## src/design/fetch_pkg.sv

```systemverilog
package fetch_pkg;

    typedef logic [31:0] addr_t;
    typedef logic [31:0] inst_t;
    typedef logic [1:0]  resp_t;

    // AXI read response codes.
    localparam resp_t RESP_OKAY   = 2'b00;
    localparam resp_t RESP_SLVERR = 2'b10;

    // Cache geometry with one 32-bit word per line.
    localparam int ICACHE_LINES = 16;
    localparam int OFFSET_W     = 2;
    localparam int INDEX_W      = 4;
    localparam int TAG_W        = 26;

    typedef logic [INDEX_W-1:0] index_t;
    typedef logic [TAG_W-1:0]   tag_t;

    // Fetch control states.
    typedef enum logic [2:0] {
        IDLE,
        LOOKUP,
        CHECK,
        AR,
        R,
        FILL,
        DELIVER
    } ifu_state_t;

endpackage

```

## src/design/ifu.sv

```systemverilog
`timescale 1ns/1ps

module ifu (
    input  logic              clk,
    input  logic              rst,

    input  fetch_pkg::addr_t  pc,
    input  logic              pc_valid,
    output logic              pc_ready,

    output fetch_pkg::inst_t  inst,
    output logic              inst_fault,
    output logic              inst_valid,
    input  logic              inst_ready,

    output fetch_pkg::addr_t  araddr,
    output logic              arvalid,
    input  logic              arready,

    input  fetch_pkg::inst_t  rdata,
    input  fetch_pkg::resp_t  rresp,
    input  logic              rvalid,
    output logic              rready,

    output logic              lookup_req,
    output fetch_pkg::addr_t  lookup_addr,
    output logic              fill_en,
    output fetch_pkg::addr_t  fill_addr,
    output fetch_pkg::inst_t  fill_data,
    input  logic              hit,
    input  fetch_pkg::inst_t  hit_data
);

    import fetch_pkg::*;

    ifu_state_t state;
    ifu_state_t state_d;

    addr_t pc_q;

    logic pc_take;
    logic r_take;
    logic hit_take;
    logic r_okay;

    assign pc_take  = pc_valid && pc_ready;
    assign r_take   = rvalid && rready;
    assign hit_take = (state == CHECK) && hit;
    assign r_okay   = (rresp == RESP_OKAY);

    always_comb begin
        state_d = state;
        case (state)
            IDLE: begin
                if (pc_valid) begin
                    state_d = LOOKUP;
                end
            end
            LOOKUP: begin
                state_d = CHECK;
            end
            CHECK: begin
                state_d = hit ? DELIVER : AR;
            end
            AR: begin
                if (arready) begin
                    state_d = R;
                end
            end
            R: begin
                // A faulting read skips the refill and goes straight to the decoder.
                if (rvalid) begin
                    state_d = r_okay ? FILL : DELIVER;
                end
            end
            FILL: begin
                state_d = DELIVER;
            end
            DELIVER: begin
                if (inst_ready) begin
                    state_d = IDLE;
                end
            end
            default: begin
                state_d = IDLE;
            end
        endcase
    end

    always_ff @(posedge clk or posedge rst) begin
        if (rst) begin
            state <= IDLE;
        end else begin
            state <= state_d;
        end
    end

    always_ff @(posedge clk or posedge rst) begin
        if (rst) begin
            inst_fault <= 1'b0;
        end else if (hit_take) begin
            inst_fault <= 1'b0;
        end else if (r_take) begin
            inst_fault <= !r_okay;
        end
    end

    // Fetch address and instruction word.
    always_ff @(posedge clk) begin
        if (pc_take) begin
            pc_q <= pc;
        end
        if (hit_take) begin
            inst <= hit_data;
        end else if (r_take) begin
            inst <= rdata;
        end
    end

    assign pc_ready   = (state == IDLE);
    assign inst_valid = (state == DELIVER);

    // araddr comes from a register, so it stays stable while arvalid waits.
    assign arvalid = (state == AR);
    assign araddr  = pc_q;
    assign rready  = (state == R);

    assign lookup_req  = (state == LOOKUP);
    assign lookup_addr = pc_q;

    // Refill uses the word just captured from the R channel.
    assign fill_en   = (state == FILL);
    assign fill_addr = pc_q;
    assign fill_data = inst;

endmodule

```

## src/design/icache.sv

```systemverilog
`timescale 1ns/1ps

module icache (
    input  logic              clk,
    input  logic              rst,
    input  logic              flush,

    input  logic              lookup_req,
    input  fetch_pkg::addr_t  lookup_addr,

    input  logic              fill_en,
    input  fetch_pkg::addr_t  fill_addr,
    input  fetch_pkg::inst_t  fill_data,

    output logic              hit,
    output fetch_pkg::inst_t  hit_data
);

    import fetch_pkg::*;

    logic [ICACHE_LINES-1:0] line_valid;
    tag_t                    line_tag  [ICACHE_LINES];
    inst_t                   line_data [ICACHE_LINES];

    index_t lookup_index;
    tag_t   lookup_tag;
    index_t fill_index;
    tag_t   fill_tag;

    logic   tag_match;

    // Address splits into tag, index and byte offset.
    assign lookup_index = lookup_addr[OFFSET_W +: INDEX_W];
    assign lookup_tag   = lookup_addr[OFFSET_W + INDEX_W +: TAG_W];
    assign fill_index   = fill_addr[OFFSET_W +: INDEX_W];
    assign fill_tag     = fill_addr[OFFSET_W + INDEX_W +: TAG_W];

    assign tag_match = line_valid[lookup_index] && (line_tag[lookup_index] == lookup_tag);

    // Flush wins over a fill in the same cycle.
    always_ff @(posedge clk or posedge rst) begin
        if (rst) begin
            line_valid <= '0;
        end else if (flush) begin
            line_valid <= '0;
        end else if (fill_en) begin
            line_valid[fill_index] <= 1'b1;
        end
    end

    always_ff @(posedge clk) begin
        if (fill_en) begin
            line_tag[fill_index]  <= fill_tag;
            line_data[fill_index] <= fill_data;
        end
    end

    // Lookup result is registered and shows up one cycle after the request.
    always_ff @(posedge clk or posedge rst) begin
        if (rst) begin
            hit <= 1'b0;
        end else begin
            hit <= lookup_req && !flush && tag_match;
        end
    end

    always_ff @(posedge clk) begin
        if (lookup_req) begin
            hit_data <= line_data[lookup_index];
        end
    end

endmodule

```

## src/design/fetch_unit.sv

```systemverilog
`timescale 1ns/1ps

module fetch_unit (
    input  logic              clk,
    input  logic              rst,

    input  fetch_pkg::addr_t  pc,
    input  logic              pc_valid,
    output logic              pc_ready,

    output fetch_pkg::inst_t  inst,
    output logic              inst_fault,
    output logic              inst_valid,
    input  logic              inst_ready,

    input  logic              flush,

    output fetch_pkg::addr_t  araddr,
    output logic              arvalid,
    input  logic              arready,

    input  fetch_pkg::inst_t  rdata,
    input  fetch_pkg::resp_t  rresp,
    input  logic              rvalid,
    output logic              rready
);

    import fetch_pkg::*;

    logic  lookup_req;
    addr_t lookup_addr;
    logic  fill_en;
    addr_t fill_addr;
    inst_t fill_data;
    logic  hit;
    inst_t hit_data;

    ifu ifu_i (
        .clk         (clk),
        .rst         (rst),
        .pc          (pc),
        .pc_valid    (pc_valid),
        .pc_ready    (pc_ready),
        .inst        (inst),
        .inst_fault  (inst_fault),
        .inst_valid  (inst_valid),
        .inst_ready  (inst_ready),
        .araddr      (araddr),
        .arvalid     (arvalid),
        .arready     (arready),
        .rdata       (rdata),
        .rresp       (rresp),
        .rvalid      (rvalid),
        .rready      (rready),
        .lookup_req  (lookup_req),
        .lookup_addr (lookup_addr),
        .fill_en     (fill_en),
        .fill_addr   (fill_addr),
        .fill_data   (fill_data),
        .hit         (hit),
        .hit_data    (hit_data)
    );

    // Flush bypasses the fetch FSM and goes straight to the cache (fence.i).
    icache icache_i (
        .clk         (clk),
        .rst         (rst),
        .flush       (flush),
        .lookup_req  (lookup_req),
        .lookup_addr (lookup_addr),
        .fill_en     (fill_en),
        .fill_addr   (fill_addr),
        .fill_data   (fill_data),
        .hit         (hit),
        .hit_data    (hit_data)
    );

endmodule

```

## config.mk

```make
export PLATFORM = sky130hd
export DESIGN_NAME = fetch_unit
export DESIGN_NICKNAME = d
export VERILOG_FILES = /design/src/design/fetch_pkg.sv /design/src/design/ifu.sv /design/src/design/icache.sv /design/src/design/fetch_unit.sv
export SDC_FILE = /design/constraint.sdc
export NUM_CORES = 1
export LEC_CHECK = 0
export ABC_CLOCK_PERIOD_IN_PS = 6300
export BUFFER_PORTS_ARGS = -buffer_cell sky130_fd_sc_hd__buf_2
export CORE_UTILIZATION = 50
export CTS_CLUSTER_SIZE = 20
export DETAILED_ROUTE_END_ITERATION = 6
export PLACE_DENSITY = 0.74
export SLEW_MARGIN = 20
export SYNTH_ARGS = -nofsm -noshare
export SYNTH_HDL_FRONTEND = slang
export SYNTH_HIERARCHICAL = 1
export SYNTH_SLANG_ARGS = --single-unit
```

## constraint.sdc

```tcl
create_clock -name clk -period 6.3 [get_ports clk]
set_input_delay 1.26 -clock clk [delete_from_list [all_inputs] [get_ports clk]]
set_output_delay 1.26 -clock clk [all_outputs]
set_load 0.01 [all_outputs]
```

Word level (Yosys, flattened, before mapping)
Memory sizes are Yosys's and may differ from the RTL's. A register that Yosys moved wholly into a read port is not among the register bits.
Index checks and enable logic that the tools add are counted.
{"block": "classes", "mux": 20, "bitwise_logic": 1, "magnitude_cmp": 2, "n_reduce_logical": 14, "eq_ne": 11}
{"op": "32-bit two-way mux", "count": 2}
{"op": "16-bit two-way mux", "count": 2}
{"op": "26-bit equality test", "count": 1}
{"op": "3-bit case mux with 7 select lines", "count": 1}
{"op": "16-bit OR", "count": 1}
{"op": "3-bit two-way mux", "count": 5}
{"op": "3-bit equality test, second input constant", "count": 3}
{"op": "1-bit logical AND", "count": 7}
{"op": "3-bit by 2-bit equality test with 1-bit output, second input constant", "count": 2}
{"op": "1-bit two-way mux", "count": 6}
{"op": "4-bit by 5-bit < comparator with 1-bit output, second input constant", "count": 1}
{"op": "1-bit binary-select mux with 4-bit select", "count": 1}
{"op": "1-bit demux with 4-bit select", "count": 1}
{"op": "4-bit by 1-bit greater-or-equal comparator with 1-bit output, second input constant", "count": 1}
{"op": "4-bit two-way mux", "count": 1}
{"op": "2-bit by 1-bit inequality test with 1-bit output, second input constant", "count": 2}
{"op": "2-bit inequality test, second input constant", "count": 2}
{"op": "4-bit AND reduction", "count": 1}
{"op": "2-bit nonzero test", "count": 2}
{"op": "3-bit by 1-bit equality test with 1-bit output, second input constant", "count": 1}
{"op": "3-bit zero test", "count": 1}
{"op": "1-bit zero test", "count": 2}
{"op": "2-bit zero test", "count": 1}
{"op": "2-bit two-way mux", "count": 1}
{"block": "totals", "mem_count": 2, "regBits": 85, "elab_cells": 56, "ram_bits": 928, "in_bits": 73}
{"memory": "icache_i.line_data", "words": 16, "word_bits": 32, "rd": 1, "rd_ports_with_merged_regs": 1, "write_ports": 1, "line": "icache.sv:23", "text": "inst_t line_data [ICACHE_LINES];"}
{"memory": "icache_i.line_tag", "words": 16, "word_bits": 26, "rd": 1, "rd_ports_with_merged_regs": 1, "write_ports": 1, "line": "icache.sv:22", "text": "tag_t line_tag [ICACHE_LINES];"}

Longest topological paths before layout
{"block": "depth", "word_depth": 7, "ltp_mapped": 12, "depth_no_buf": 7}

Hierarchy
Netlist, hierarchy kept.
{"mod": "icache", "seq_area_each_um2": 29253.1, "area_per_inst_um2": 37280.8, "n_inst": 1, "cells_per_inst": 1582}
{"mod": "ifu", "seq_area_each_um2": 2021.9, "area_per_inst_um2": 3353.2, "n_inst": 1, "cells_per_inst": 232}

Least setup slack after synthesis
No wires, ideal clock.
{"block": "synth_path", "path_kind": "flip-flop to flip-flop", "startpoint": "register ifu_i.state[2]", "endpoint": "memory icache_i/line_data[0][0] (netlist name), enable pin", "t_required_ps": 5752, "path_stages_with_launch": 5, "setup_slack_ps": 366, "period_less_slack_ps": 5934, "t_arrival_ps": 5387, "path_cell_list": "dfrtp_1 -> clkbuf_1 -> and3b_1 -> or3b_2 -> nor3_1"}
{"block": "synth_via", "elab_chain_cells": 3}
{"item": "start, declared", "line": "ifu.sv:36", "text": "ifu_state_t state;"}
{"item": "start signal, assigned", "line": "ifu.sv:94", "text": "state <= state_d;"}
{"item": "3-bit equality test", "line": "ifu.sv:132", "text": "assign fill_en = (state == FILL);"}
{"item": "named net fill_en", "line": "fetch_unit.sv:32", "text": "logic fill_en;"}
{"item": "1-bit two-way mux", "line": "icache.sv:52", "text": "if (fill_en) begin"}
{"item": "1-bit two-way mux (implied by the code)", "line": "icache.sv:54", "text": "line_data[fill_index] <= fill_data;"}
{"item": "end, declared", "line": "icache.sv:23"}
The timed path passes the listed nets, and every way through them passes these cells.

Worst setup path after layout
{"block": "layout_path", "startpoint": "register ifu_i.pc_q[3], in the netlist ifu_i/araddr[3]", "endpoint": "output port araddr[3]"}
{"item": "start, declared", "line": "ifu.sv:39", "text": "addr_t pc_q;"}
{"item": "start signal, assigned", "line": "ifu.sv:111", "text": "pc_q <= pc;"}
{"item": "end, declared", "line": "fetch_unit.sv:18", "text": "output fetch_pkg::addr_t araddr,"}
No word-level cell between the ends.

==> results.json <==
{
  "ctsLongestPathBuffers": 3,
  "hold_ws_ps": 496.8,
  "syn-cell-area_um2": 40600,
  "cp-end-kind": "output port",
  "finClkSkew_ps": 30.82,
  "rrSetupSlack_ps": 2670,
  "tns_ps": 0,
  "track_usage": 0.2164,
  "reg2regPathDepth": 4,
  "rsz0062_at_grt": "false",
  "ir_worst_vdd_mv": 0.2605,
  "grt_pass1_wl_um": 129100,
  "dp_hpwl_um": 45430,
  "layout.nets": 2002,
  "seqCellArea_um2": 31280,
  "antenna_found_initial": 1,
  "dieArea_um2": 82350,
  "r2r_end": "icache_i/line_data[9][13]$_DFFE_PP_",
  "die_h_um": 287.0,
  "use_met3": 0.03524,
  "fin_util": 0.5645,
  "cts_resized": 0,
  "relSlewSlack": 0.2607,
  "max_freq_mhz": 239.2,
  "vias_per_cell": 6.151,
  "final_common_cell": "edfxtp_1",
  "htree_levels": 3,
  "clkSinkCount": 1045,
  "cts_tree": "done",
  "numCtsBuffers": 102,
  "cpMaxStageDelayCell": "buf_4",
  "crit_fanout": 60,
  "syn_nets": 1883,
  "drcViolationCount": 0,
  "yosys_warnings": 6,
  "root_buffer": "clkbuf_16",
  "numPortBuffers": 141,
  "wl_per_cell_um": 28.56,
  "gr-usage-met2": 0.3491,
  "crit_chain": "buf_4 > buf_4 > buf_2",
  "diodes": 0,
  "overflow": 0,
  "endpoint": "araddr[3]",
  "setup_viol": 0,
  "totalWireLength_um": 87800,
  "clk_pin_slew_worst_paths_ps": 70,
  "drt_iter0_drc": 2123,
  "grt_use_met1": 0.3054,
  "tightest_slew_ps": 1109,
  "post_cts_buffers": 0,
  "worst_path_most_repeated_cell": "buf_4",
  "clk_latency_ps": 680,
  "grt_pass1_vias": 19510,
  "layout_setup_ws_ps": 2119,
  "layout-drive-gt1-share": 0.3257,
  "startpoint_type": "flip-flop",
  "critPathLaunch": "ifu_i/araddr[3]$_DFFE_PP_",
  "worstReg2RegStart": "ifu_i/araddr[2]$_DFFE_PP_",
  "grt-busiest-layer": "met2",
  "report.final.hold_viol_count": 0,
  "area_growth_pct": 11.80,
  "io_pins": 142,
  "gp_congestion": 0.8917,
  "syn_avg_cell_area_um2": 22.43,
  "hold_class": "reg2reg",
  "drtPass1Iterations": 5,
  "netlist_instances": 1810,
  "p_leak_nw": 14.52,
  "status": "finished, final reports clean",
  "holdCritStartpoint": "icache_i/line_valid[13]$_DFFE_PP0P_",
  "ant_nets": 0,
  "rows": 104,
  "critPathMaxStageDelay_ps": 750,
  "path_class": "reg2out",
  "hold_buffers": 0,
  "start_util": 0.5049,
  "fp.dieW_um": 287.0,
  "vias": 18910,
  "multi_input_area_um2": 8262,
  "final.min_clock_period_ps": 4181,
  "cp.required_ps": 5040,
  "period_share": 0.6637,
  "drv_cap": 0,
  "p_per_area_nw_per_um2": 343.0,
  "core_um2": 80420,
  "preCtsSetupSlack_ps": 2584,
  "grt_max_degree": 119,
  "power_mw": 15.57,
  "final_max_slew_viol_count": 0,
  "cp.arrival_ps": 2920,
  "n_fill_cell": 5757,
  "final_cell_mix": "1024 x edfxtp_1, 257 x mux4_2, 141 x buf_2"
}
[metrics by stage]
stage | cell area, µm² | instances
after floorplan | 40600 | 1810
after global placement | 42030 | 2884
after detailed placement | 42050 | 2885
after CTS | 45390 | 3074
after global routing | 45390 | 3074
final | 45390 | 3074
[state kept, by name, summed over array words and instances, names as in the netlist, 3 cells and up]
name,flops
ifu_i/araddr,32
icache_i/line_data,512
ifu_i/state,3
icache_i/line_valid,16
ifu_i/fill_data,32
icache_i/hit_data,32
icache_i/line_tag,416
[report_power, final]
group          internal (mW)  switching, mW
clock network           3.44           2.60
logic                  0.590          0.725
registers               7.95          0.261
total                   12.0           3.58
[worst max-delay path, delay by kind of cell (launching register included)]
| kind | cells | cell delay, ps |
|---|---|---|
| buf+inv | 3 | 1750 |
| flops | 1 | 400 |
[cell type report]
type	instances	area share
Clock inverter	71	0.01510
Timing Repair Buffer	184	0.02475
Multi-Input combinational cell	578	0.1820
Tap cell	1060	0.02922
Inverter	18	0.001488
Sequential cell	1045	0.6890
Clock buffer	118	0.05849
[how the worst min path moves through the flow]
stage               depth (start not counted)                                  end
finish                                      2  icache_i/line_valid[13]$_DFFE_PP0P_
CTS                                         2         ifu_i/inst_fault$_DFFE_PP0P_
global placement                            2   icache_i/line_valid[8]$_DFFE_PP0P_
floorplan                                   2  icache_i/line_valid[10]$_DFFE_PP0P_
detailed placement                          2  icache_i/line_valid[13]$_DFFE_PP0P_
global route                                2         ifu_i/inst_fault$_DFFE_PP0P_
[routing by layer]
metal  vias to the layer above  routed length [µm]
li1                       7737                   -
met1                     10060               35090
met2                       939               43340
met3                       177                6914
met4                         0                2457
met5                         -                   0
Power figures use the tool's default switching activity.
